==> src/rtl/proc_cfg.svh <==
// Core sizing macros: word width, register count,
// data memory depth and reset PC
`ifndef PROC_CFG_SVH
`define PROC_CFG_SVH

`define WORD_W     16
`define NUM_REGS   8
`define DMEM_DEPTH 256   // Words, not bytes
`define RESET_PC   0

`endif
==> src/rtl/ctrlPkg.sv <==
// Control encodings produced by decode
package ctrlPkg;

   typedef enum logic [2:0] {
      ALU_ADD,
      ALU_SUB,
      ALU_AND,
      ALU_XOR,
      ALU_SEQ,
      ALU_SLT,
      ALU_PASSB
   } aluOpE;

   typedef enum logic {
      SRC_REG,
      SRC_IMM5
   } aluSrcE;

   // Register write value
   typedef enum logic [1:0] {
      RD_ALU,
      RD_MEM,
      RD_IMM8,
      RD_PCPLUS2
   } regDataSrcE;

endpackage

==> src/rtl/procPkg.sv <==
// Architectural types of the core: word, register index,
// opcode encoding and instruction field positions
`include "proc_cfg.svh"

package procPkg;

   typedef logic [`WORD_W-1:0] wordT;
   typedef logic [$clog2(`NUM_REGS)-1:0] regIdxT;

   // Immediate fields sit at the low end of the word
   typedef logic [4:0]  imm5T;
   typedef logic [7:0]  imm8T;
   typedef logic [10:0] imm11T;

   localparam int OPC_W  = 5;
   localparam int OPC_LO = 11;
   localparam int RS_LO  = 8;
   localparam int RT_LO  = 5;   // Also Rd of I-format
   localparam int RDR_LO = 2;   // Rd of R-format

   typedef enum logic [OPC_W-1:0] {
      OP_HALT = 5'b00000,
      OP_NOP  = 5'b00001,
      OP_J    = 5'b00100,
      OP_ADDI = 5'b01000,
      OP_BEQZ = 5'b01100,
      OP_BNEZ = 5'b01101,
      OP_ST   = 5'b10000,
      OP_LD   = 5'b10001,
      OP_LBI  = 5'b11000,
      OP_ADD  = 5'b11001,
      OP_SUB  = 5'b11010,
      OP_AND  = 5'b11011,
      OP_XOR  = 5'b11100,
      OP_SEQ  = 5'b11101,
      OP_SLT  = 5'b11110
   } opcodeE;

endpackage

==> src/rtl/ctrlIf.sv <==
// Decoded control and register operands shared by decode,
// execution, memory and writeback
`timescale 1ns/1ns

interface ctrlIf;
   import procPkg::*;
   import ctrlPkg::*;

   wordT       readData1, readData2;
   regIdxT     rdAddr1, rdAddr2;
   wordT       imm5Ext, imm8Ext, imm11Ext;
   aluOpE      aluOp;
   aluSrcE     aluSrc;
   logic       memEn, memWr;
   regDataSrcE regDataSrc;
   logic       regWrEn;
   regIdxT     writeReg;
   logic       branch, branchOnZero, jump;

   modport decodeMp (
      input  readData1, readData2,
      output rdAddr1, rdAddr2, imm5Ext, imm8Ext, imm11Ext, aluOp, aluSrc,
      output memEn, memWr, regDataSrc, regWrEn, writeReg,
      output branch, branchOnZero, jump
   );

   modport execMp (
      input readData1, readData2, imm5Ext, imm8Ext, imm11Ext,
      input aluOp, aluSrc, branch, branchOnZero, jump
   );

   modport memMp (
      input readData1, readData2, imm5Ext, memEn, memWr
   );

   // Register file lives in writeback, so read data flows back from here
   modport wbMp (
      input  rdAddr1, rdAddr2, imm8Ext, regDataSrc, regWrEn, writeReg,
      output readData1, readData2
   );

endinterface

==> src/rtl/proc.sv <==
// Single-cycle core top level
// Stages connect through the control interface and plain wires
`timescale 1ns/1ns

module proc (
   input  logic            clk,
   input  logic            rstN,
   input  procPkg::wordT   instr,
   output procPkg::wordT   pc,
   output logic            halt,
   output logic            err,
   output logic            wbEn,
   output procPkg::regIdxT wbReg,
   output procPkg::wordT   wbData
);
   import procPkg::*;

   wordT pcPlusTwo;
   wordT nextPc;
   wordT aluOut;
   wordT memReadData;
   logic halted;
   logic dump;
   logic decErr, memErr;

   ctrlIf ctrlBus ();

   fetch fetch0 (.clk(clk), .rstN(rstN), .nextPc(nextPc), .dump(dump),
                 .pc(pc), .pcPlusTwo(pcPlusTwo), .halted(halted));

   decode decode0 (.instr(instr), .halted(halted), .ctrl(ctrlBus.decodeMp),
                   .dump(dump), .err(decErr));

   execution exec0 (.ctrl(ctrlBus.execMp), .pc(pc), .pcPlusTwo(pcPlusTwo),
                    .aluOut(aluOut), .nextPc(nextPc));

   memory memory0 (.clk(clk), .ctrl(ctrlBus.memMp),
                   .memReadData(memReadData), .err(memErr));

   writeback wb0 (.clk(clk), .rstN(rstN), .ctrl(ctrlBus.wbMp), .aluOut(aluOut),
                  .memReadData(memReadData), .pcPlusTwo(pcPlusTwo),
                  .blockWr(memErr), .wbEn(wbEn), .wbReg(wbReg), .wbData(wbData));

   assign halt = halted;
   assign err  = decErr | memErr;   // All stage traps

endmodule

==> src/rtl/writeback.sv <==
// Writeback value select, register file and commit trace
`timescale 1ns/1ns
`include "proc_cfg.svh"

module writeback (
   input  logic            clk,
   input  logic            rstN,
   ctrlIf.wbMp             ctrl,
   input  procPkg::wordT   aluOut,
   input  procPkg::wordT   memReadData,
   input  procPkg::wordT   pcPlusTwo,
   input  logic            blockWr,
   output logic            wbEn,
   output procPkg::regIdxT wbReg,
   output procPkg::wordT   wbData
);
   import procPkg::*;
   import ctrlPkg::*;

   wordT regFile [`NUM_REGS];

   always_comb begin
      case (ctrl.regDataSrc)
         RD_MEM:     wbData = memReadData;
         RD_IMM8:    wbData = ctrl.imm8Ext;
         RD_PCPLUS2: wbData = pcPlusTwo;
         default:    wbData = aluOut;
      endcase
   end

   // Misaligned loads must not commit
   assign wbEn  = ctrl.regWrEn & ~blockWr & rstN;
   assign wbReg = ctrl.writeReg;

   always_ff @(posedge clk) begin
      if (!rstN) begin
         regFile <= '{default: '0};
      end else if (wbEn) begin
         regFile[wbReg] <= wbData;
      end
   end

   assign ctrl.readData1 = regFile[ctrl.rdAddr1];
   assign ctrl.readData2 = regFile[ctrl.rdAddr2];

endmodule

==> src/rtl/memory.sv <==
// Data memory stage: effective address, word RAM, alignment trap
`timescale 1ns/1ns
`include "proc_cfg.svh"

module memory (
   input  logic          clk,
   ctrlIf.memMp          ctrl,
   output procPkg::wordT memReadData,
   output logic          err
);
   import procPkg::*;

   localparam int IDX_W = $clog2(`DMEM_DEPTH);

   wordT             ram [`DMEM_DEPTH];
   wordT             effAddr;
   logic [IDX_W-1:0] wordIdx;

   assign effAddr = ctrl.readData1 + ctrl.imm5Ext;   // Rs + imm5
   assign wordIdx = effAddr[IDX_W:1];
   assign err     = ctrl.memEn & effAddr[0];

   assign memReadData = ram[wordIdx];

   always_ff @(posedge clk) begin
      if (ctrl.memEn && ctrl.memWr && !effAddr[0]) begin
         ram[wordIdx] <= ctrl.readData2;
      end
   end

endmodule

==> src/rtl/execution.sv <==
// ALU with set-condition results and next-PC selection
// for branches and jumps
`timescale 1ns/1ns

module execution (
   ctrlIf.execMp         ctrl,
   input  procPkg::wordT pc,
   input  procPkg::wordT pcPlusTwo,
   output procPkg::wordT aluOut,
   output procPkg::wordT nextPc
);
   import procPkg::*;
   import ctrlPkg::*;

   wordT opA, opB;
   wordT offset;
   logic isZero;
   logic taken;

   assign opA = ctrl.readData1;
   assign opB = (ctrl.aluSrc == SRC_IMM5) ? ctrl.imm5Ext : ctrl.readData2;

   always_comb begin
      case (ctrl.aluOp)
         ALU_ADD: aluOut = opA + opB;
         ALU_SUB: aluOut = opA - opB;
         ALU_AND: aluOut = opA & opB;
         ALU_XOR: aluOut = opA ^ opB;
         ALU_SEQ: aluOut = wordT'(opA == opB);
         ALU_SLT: aluOut = wordT'($signed(opA) < $signed(opB));
         default: aluOut = opB;   // PASSB
      endcase
   end

   // Branch condition tests Rs
   assign isZero = (ctrl.readData1 == '0);
   assign taken  = ctrl.branch & (isZero == ctrl.branchOnZero);

   assign offset = ctrl.jump ? ctrl.imm11Ext : ctrl.imm8Ext;

   // Targets are relative to the following instruction
   always_comb begin
      if (ctrl.jump || taken) begin
         nextPc = pc + offset + wordT'(2);
      end else begin
         nextPc = pcPlusTwo;
      end
   end

endmodule

==> src/rtl/decode.sv <==
// Instruction decoder: control generation, register read addresses,
// immediate sign extension and illegal-opcode trap
`timescale 1ns/1ns
`include "proc_cfg.svh"

module decode (
   input  procPkg::wordT instr,
   input  logic          halted,
   ctrlIf.decodeMp       ctrl,
   output logic          dump,
   output logic          err
);
   import procPkg::*;
   import ctrlPkg::*;

   opcodeE opcode;
   regIdxT rs, rt, rdR;
   imm5T   imm5;
   imm8T   imm8;
   imm11T  imm11;
   logic   illegal;
   logic   isHalt;

   assign opcode = opcodeE'(instr[OPC_LO +: OPC_W]);
   assign rs     = instr[RS_LO +: $bits(regIdxT)];
   assign rt     = instr[RT_LO +: $bits(regIdxT)];
   assign rdR    = instr[RDR_LO +: $bits(regIdxT)];
   assign imm5   = instr[$bits(imm5T)-1:0];
   assign imm8   = instr[$bits(imm8T)-1:0];
   assign imm11  = instr[$bits(imm11T)-1:0];

   assign ctrl.imm5Ext  = {{(`WORD_W-$bits(imm5T)){imm5[$bits(imm5T)-1]}}, imm5};
   assign ctrl.imm8Ext  = {{(`WORD_W-$bits(imm8T)){imm8[$bits(imm8T)-1]}}, imm8};
   assign ctrl.imm11Ext = {{(`WORD_W-$bits(imm11T)){imm11[$bits(imm11T)-1]}}, imm11};

   always_comb begin
      ctrl.aluOp        = ALU_PASSB;
      ctrl.aluSrc       = SRC_REG;
      ctrl.memEn        = 1'b0;
      ctrl.memWr        = 1'b0;
      ctrl.regDataSrc   = RD_ALU;
      ctrl.regWrEn      = 1'b0;
      ctrl.writeReg     = rdR;
      ctrl.branch       = 1'b0;
      ctrl.branchOnZero = 1'b0;
      ctrl.jump         = 1'b0;
      ctrl.rdAddr1      = rs;
      ctrl.rdAddr2      = rt;   // Rt for R-type, store data for ST
      illegal           = 1'b0;
      isHalt            = 1'b0;

      case (opcode)
         OP_NOP:  ;
         OP_HALT: isHalt = 1'b1;
         OP_ADD:  begin ctrl.aluOp = ALU_ADD; ctrl.regWrEn = 1'b1; end
         OP_SUB:  begin ctrl.aluOp = ALU_SUB; ctrl.regWrEn = 1'b1; end
         OP_AND:  begin ctrl.aluOp = ALU_AND; ctrl.regWrEn = 1'b1; end
         OP_XOR:  begin ctrl.aluOp = ALU_XOR; ctrl.regWrEn = 1'b1; end
         OP_SEQ:  begin ctrl.aluOp = ALU_SEQ; ctrl.regWrEn = 1'b1; end
         OP_SLT:  begin ctrl.aluOp = ALU_SLT; ctrl.regWrEn = 1'b1; end
         OP_ADDI: begin
            ctrl.aluOp    = ALU_ADD;
            ctrl.aluSrc   = SRC_IMM5;
            ctrl.regWrEn  = 1'b1;
            ctrl.writeReg = rt;
         end
         OP_LBI: begin
            ctrl.regDataSrc = RD_IMM8;
            ctrl.regWrEn    = 1'b1;
            ctrl.writeReg   = rs;   // imm8 covers the low bits
         end
         OP_LD: begin
            ctrl.memEn      = 1'b1;
            ctrl.regDataSrc = RD_MEM;
            ctrl.regWrEn    = 1'b1;
            ctrl.writeReg   = rt;
         end
         OP_ST: begin
            ctrl.memEn = 1'b1;
            ctrl.memWr = 1'b1;
         end
         OP_BEQZ: begin
            ctrl.branch       = 1'b1;
            ctrl.branchOnZero = 1'b1;
         end
         OP_BNEZ: ctrl.branch = 1'b1;
         OP_J:    ctrl.jump = 1'b1;
         default: illegal = 1'b1;
      endcase

      // Nothing may change state once halted or on a bad opcode
      if (halted || illegal) begin
         ctrl.regWrEn = 1'b0;
         ctrl.memEn   = 1'b0;
         ctrl.memWr   = 1'b0;
      end
   end

   assign dump = isHalt & ~halted;
   assign err  = illegal & ~halted;

endmodule

==> src/rtl/fetch.sv <==
// PC register, sequential PC adder and sticky halt state
`timescale 1ns/1ns
`include "proc_cfg.svh"

module fetch (
   input  logic          clk,
   input  logic          rstN,
   input  procPkg::wordT nextPc,
   input  logic          dump,
   output procPkg::wordT pc,
   output procPkg::wordT pcPlusTwo,
   output logic          halted
);
   import procPkg::*;

   always_ff @(posedge clk) begin
      if (!rstN) begin
         pc     <= wordT'(`RESET_PC);
         halted <= 1'b0;
      end else if (!halted) begin
         pc     <= nextPc;
         halted <= dump;   // Stays set until reset
      end
   end

   // Instructions are two bytes wide
   assign pcPlusTwo = pc + wordT'(2);

endmodule

==> config.mk <==
export PLATFORM = sky130hd
export DESIGN_NAME = proc
export DESIGN_NICKNAME = d
export VERILOG_FILES = /design/src/rtl/ctrlPkg.sv /design/src/rtl/procPkg.sv /design/src/rtl/ctrlIf.sv /design/src/rtl/proc.sv /design/src/rtl/writeback.sv /design/src/rtl/memory.sv /design/src/rtl/execution.sv /design/src/rtl/decode.sv /design/src/rtl/fetch.sv
export VERILOG_INCLUDE_DIRS = /design/src /design/src/rtl
export SDC_FILE = /design/constraint.sdc
export NUM_CORES = 2
export LEC_CHECK = 0
export BUFFER_PORTS_ARGS = -buffer_cell sky130_fd_sc_hd__buf_2
export CORE_MARGIN = 2
export CORE_UTILIZATION = 45
export DETAILED_ROUTE_END_ITERATION = 10
export RECOVER_POWER = 100
export SYNTH_ARGS = -nofsm -noshare
export SYNTH_HDL_FRONTEND = slang
export SYNTH_SLANG_ARGS = --single-unit
==> constraint.sdc <==
create_clock -name clk -period 13.7 [get_ports clk]
set_input_delay 2.055 -clock clk [delete_from_list [all_inputs] [get_ports clk]]
set_output_delay 2.055 -clock clk [all_outputs]
set_load 0.02 [all_outputs]
* Yosys cells after proc, flatten, opt, wreduce, memory -nomap -nowiden
Memory sizes are Yosys's and may differ from the RTL's. Cells that the tools add are included.
Word-level totals: memories 1, bits in registers 145, RAM bits 4096, output and inout port bits 38, logic and storage cells 107
Memory list:
- memory0.ram | words 256, width 16, read ports 1, clocked after Yosys merged registers in 0, write ports 1, line memory.sv:15 | wordT ram [`DMEM_DEPTH];
Operators by class: reductions and logical operators 15, muxes and demuxes 32, bitwise operators 14, add/subtract/negate cells 6, equal/unequal tests 24, magnitude comparators 5
Operators by type and width (count):
- bitwise mux 128 bit | 1
- 2-to-1 mux 16 bit | 8
- binary-select mux 16 bit (select 3 bit) | 2
- case mux 16 bit (6 select lines) | 1
- demux 16 bit (select 3 bit) | 1
- case mux 16 bit (3 select lines) | 1
- equality test 5 bit, second input constant | 9
- adder 16 bit | 2
- adder 16 x 2 -> 16 bit, second input constant | 2
- case mux 3 bit (6 select lines) | 1
- bitwise AND 16 bit | 1
- equality test 16 bit | 1
- logical NOT 16 bit | 1
- less-than comparator 16 bit | 1
- subtractor 16 bit | 1
- bitwise XOR 16 bit | 1
- equality test 5 x 4 -> 1 bit, second input constant | 3
- 2-to-1 mux 1 bit | 15
- OR reduction 15 bit | 1
- greater-or-equal comparator 4 bit, second input constant | 3
- NOT 3 -> 4 bit | 3
- adder 9 bit | 1
- OR reduction 9 bit | 1
- OR reduction 2 bit | 4
- 19 further kinds | 31

* Logic depth before layout (Yosys ltp)
depth in word-level cells 9, mapped depth 24, gate-level depth less buffers 17

* Modules after synthesis
From an unflattened synthesis, not the netlist that was laid out.
Second synthesis, totals: cell total of the unflattened synthesis 7498, area, all modules 169332.4 sq um
By module, submodules not included:
- memory | cells each 6304, instances 1, seq. area each 122998.0 sq um, area each 157569.9 sq um
- writeback | cells each 452, instances 1, seq. area each 2562.5 sq um, area each 6277.3 sq um
- execution | cells each 541, instances 1, seq. area each 0.0 sq um, area each 3807.4 sq um
- fetch | cells each 92, instances 1, seq. area each 340.3 sq um, area each 929.6 sq um
- decode | cells each 108, instances 1, seq. area each 0.0 sq um, area each 742.0 sq um
- proc | cells each 1, instances 1, seq. area each 0.0 sq um, area each 6.3 sq um

* Worst setup path after synthesis
OpenSTA, ideal clock, no wires.
kind input to output, from in instr[5], to out wbData[11], required time 11645 ps, arrival time 9864 ps, path slack 1781 ps, stages on the path 20, cells stage by stage clkbuf_1 > buf_1 > buf_2 > mux4_2 > nand2_1 > nand2_1 > nor2_1 > a21oi_1 > inv_1 > ha_1 > nor2b_1 > o21ai_0 > a21oi_1 > o311ai_0 > a311oi_1 > mux2_2 > a221oi_1 > a21oi_1 > a211oi_2 > inv_1
Between the ends: longest elaborated chain between the ends 8, elaborated cells between the ends (all ways) 11, classes of those cells add/sub: 2; mux: 6; bitwise: 3
Ends and longest elaborated chain:
- start, declared | line proc.sv:8 | input procPkg::wordT instr,
- NOT 3 -> 4 bit (not written as such) * | line writeback.sv:44 | assign ctrl.readData2 = regFile[ctrl.rdAddr2];
- binary-select mux 16 bit (select 3 bit) * | line writeback.sv:44
- 2-to-1 mux 16 bit (not written as such) * (2 in a row) | line writeback.sv:44
- named net ctrlBus.readData2[1] | line ctrlIf.sv:9 | wordT readData1, readData2;
- 2-to-1 mux 16 bit * | line execution.sv:21 | assign opB = (ctrl.aluSrc == SRC_IMM5) ? ctrl.imm5Ext : ctrl.readData2;
- subtractor 16 bit / adder 16 bit (equally long branches) | line execution.sv:26, execution.sv:25
- case mux 16 bit (6 select lines) * | line execution.sv:24 | case (ctrl.aluOp)
- case mux 16 bit (3 select lines) * | line writeback.sv:23 | case (ctrl.regDataSrc)
- end, declared | line proc.sv:14 | output procPkg::wordT wbData
Mark *: on every way through the listed nets, which the timed path passes. The rest lies on a longest branch. The select of a mux whose other input is x is not followed.

* Worst setup path in the final report
from in instr[9], to out wbData[0]
Between the ends: longest elaborated chain between the ends 7, elaborated cells between the ends (all ways) 14, classes of those cells add/sub: 3; order compare: 1; eq/ne: 1; mux: 5; bitwise: 3; memory: 1
Ends and longest elaborated chain:
- NOT 3 -> 4 bit (not written as such) * | line writeback.sv:43 | assign ctrl.readData1 = regFile[ctrl.rdAddr1];
- binary-select mux 16 bit (select 3 bit) * | line writeback.sv:43
- 2-to-1 mux 16 bit (not written as such) * (2 in a row) | line writeback.sv:43
- adder 9 bit, or another cell as far along | line memory.sv:19 | assign effAddr = ctrl.readData1 + ctrl.imm5Ext;
- memory (256 x 16 bit) / case mux 16 bit (6 select lines) (equally long branches)
- case mux 16 bit (3 select lines) * | line writeback.sv:23
Mark *: on every way between the ends. The rest lies on a longest branch, timed or not. The select of a mux whose other input is x is not followed.

==> metrics <==
status=complete, but fails checks; violated checks=max-capacitance violations, max-slew violations; Syn Inst Count=8847; largest net degree at the start of global routing=185; drt drc=0; GR Overflow Total=0; CTS tree=done; Die H=617.0 µm; Max FO, Critical Path=50; cell row count=225; Crit path arrival time=11100 ps; RR Startpoint=wb0.regFile[0]; count of distinct cell types in the synthesized netlist=88; die area=0.3807 mm²; cts bufs inserted=429; Post-CTS Hold Fix Bufs=0; crit start category=input pin; EDFF count, synth=4096; Clock Skews=69.43 ps; Yosys Warn Count=0; Crit. End Element=output pin; Reg-to-Reg End=memory0.ram[34][3]; sequential-to-total area share from yosys stat=74.45%; RSZ-0062 raised after global routing=no; critical path class=in -> out; final setup fails=0; synthesized cell area=0.1691 mm²; ys async rst share=0%; syn avg cell area=19.12 µm²; Worst Hold End=wb0.regFile[5]; worst skew pair latency=1030 ps; CP Data Required Time=11640 ps; via density per instance=6.316; Layout Nets=9377; Post-DRT Antenna Nets=0; Critical Path, Cell by Cell=buf_2 -> mux4_2 -> mux2i_1 -> inv_1 -> ha_1 -> fa_4 -> a211oi_4 -> or2_1 -> nand2_1 -> buf_12 -> nand2_1 -> nand3_1 -> a31oi_1 -> a31oi_1 -> a311oi_2 -> inv_1 -> clkbuf_1; HP Class=reg -> reg; core box area=0.3750 mm²; flops & latches, synth=4241; Power, Total=26.85 mW; Layout area overhead=12.22%; CTS Sinks=4241; Pleak=51.08 nW; slowest CP cell=nand2_1; Power Density=141.5 mW/mm²; most frequent cells in the layout=edfxtp_1, mux4_2, nand2_1; # port buffers=55; Iter 0 DRT Violations=13250; syn_nets=8939; IO Count=56; relative slew slack=-246.2%; fmax=76.04 MHz; vias in the first global route=90050; commonest non-fill, non-tap cell in the layout=edfxtp_1; root buffer cell=clkbuf_16; Die X=617.0 µm; Tcrit/Tclk final=95.99%; worst slack, placed=1291 ps; PostCTS Resize Cnt=0; Final Hold Viols=0; ys flop type=edfxtp_1; share of cells above drive strength 1=20.63%; drt first pass iters=6; Final HPWL DP=298000 µm; clk slew on worst S/H paths=60 ps; Worst Hold Path Cells=2; Initial Util=45.10%; Final TNS setup=0 ps; Final Wtd Congestion=0.8918; WL/cell=33.75 µm; final hold slack=513.2 ps; HP Start=wb0.regFile[5]; Longest Clk Path Bufs=4; worst r2r path cells=14; final worst slack=549.4 ps; Vias=92520; post-CTS setup buffer count=0; minimum clock period=13150 ps; Max Slew Vio Count=4394; worst reg-to-reg setup slack=3390 ps; max-cap violations=83; antenna violations before repair=23; first-pass GRT wire length=695500 µm; slew of the pin with the lowest slew margin=5193 ps; Peak VDD IR=0.0001057 V; CP max stage delay=1470 ps; Total Routing Usage GR=25.64%; total wire length=494400 µm; H-tree depth=5
-- registers in the layout, indices dropped and copies added, names as in the netlist --
name and count:
wb0.regFile 128, memory0.ram 4096, fetch0.halted 1, fetch0.pc 16
-- worst max-delay path: cells and delay by family --
family                   cells  cell delay (ps)
AND/OR/NAND/NOR              4             2390
adder cells (fa/ha/maj)      2              900
buffers and inverters        5             1910
multiplexers                 2              910
AO/OA/AOI/OAI                4             2760
-- power breakdown --
group          internal [mW]  leakage, nW  switching, mW
clock network           6.44         6.67           4.95
registers               14.1         30.0        0.00713
logic                  0.415         14.4          0.980
total                   20.9         51.1           5.93
-- Yosys cell counts (all sizes together) (28+ instances only) --
cell,number,share of area [%]
a211oi,152,0.69
o22ai,45,0.17
mux4,1083,14
and3,104,0.38
edfxtp,4096,73
a31oi,115,0.44
a22oi,47,0.21
buf,317,1.0
nand2,864,1.9
inv,75,0.17
a32oi,32,0.17
nand3,259,0.77
a21oi,188,0.56
nand4,46,0.17
mux2i,53,0.31
clkbuf,234,0.52
nor2,418,0.93
nor3,28,0.086
o21ai,151,0.45
ha,70,0.52
dfxtp,145,1.7
-- logic make-up after synthesis --
family,count (synthesis),share of synthesized area (%)
and+or+nand+nor,1820,4.658
adders and majority gates,74,0.5652
buffers and inverters,627,1.729
muxes,1155,14.86
xor gates and xnor gates,26,0.1391
AOI/OAI and AO/OA,904,3.599
DFF,4241,74.45
-- worst max-delay path by stage --
stage / start / end / slack [ps] / cells past startpoint
2_1_floorplan: instr[5] / wbData[11] / 1780 / 20
3_3_place_gp: instr[9] / wbData[14] / 1070 / 16
3_5_place_dp: instr[9] / wbData[2] / 1290 / 18
4_1_cts: instr[9] / wbData[2] / 1310 / 18
5_1_grt: instr[6] / memory0.ram[107][6] / 570 / 7
6_report: instr[9] / wbData[0] / 550 / 17
-- final cells by class --
| cell class | instances | area (µm²) |
|---|---|---|
| antenna | 18 | 45.04 |
| clock buffer | 513 | 11160 |
| clock inverter | 269 | 2381 |
| fill | 30210 | 185200 |
| inverter | 76 | 285.3 |
| multi-input combinational | 3979 | 40510 |
| sequential | 4241 | 125900 |
| tap | 4994 | 6248 |
| timing repair buffer | 558 | 3254 |
-- metal layers --
layer	track usage (%)	routed length (µm)	up-vias
li1	-	-	37090
met1	36.75	195700	49440
met2	39.58	228800	5128
met3	4.859	49850	851
met4	9.021	19950	8
met5	0	52	-
-- through the flow --
step	utilization (%)	cell area, µm²	std cells
6_report	50.61	189800	14650
5_1_grt	50.60	189700	14630
4_1_cts	50.99	191200	14630
3_5_place_dp	47.38	177700	13850
3_3_place_gp	47.38	177700	13850
2_1_floorplan	-	169100	8847
Power figures use the tool's default switching activity.
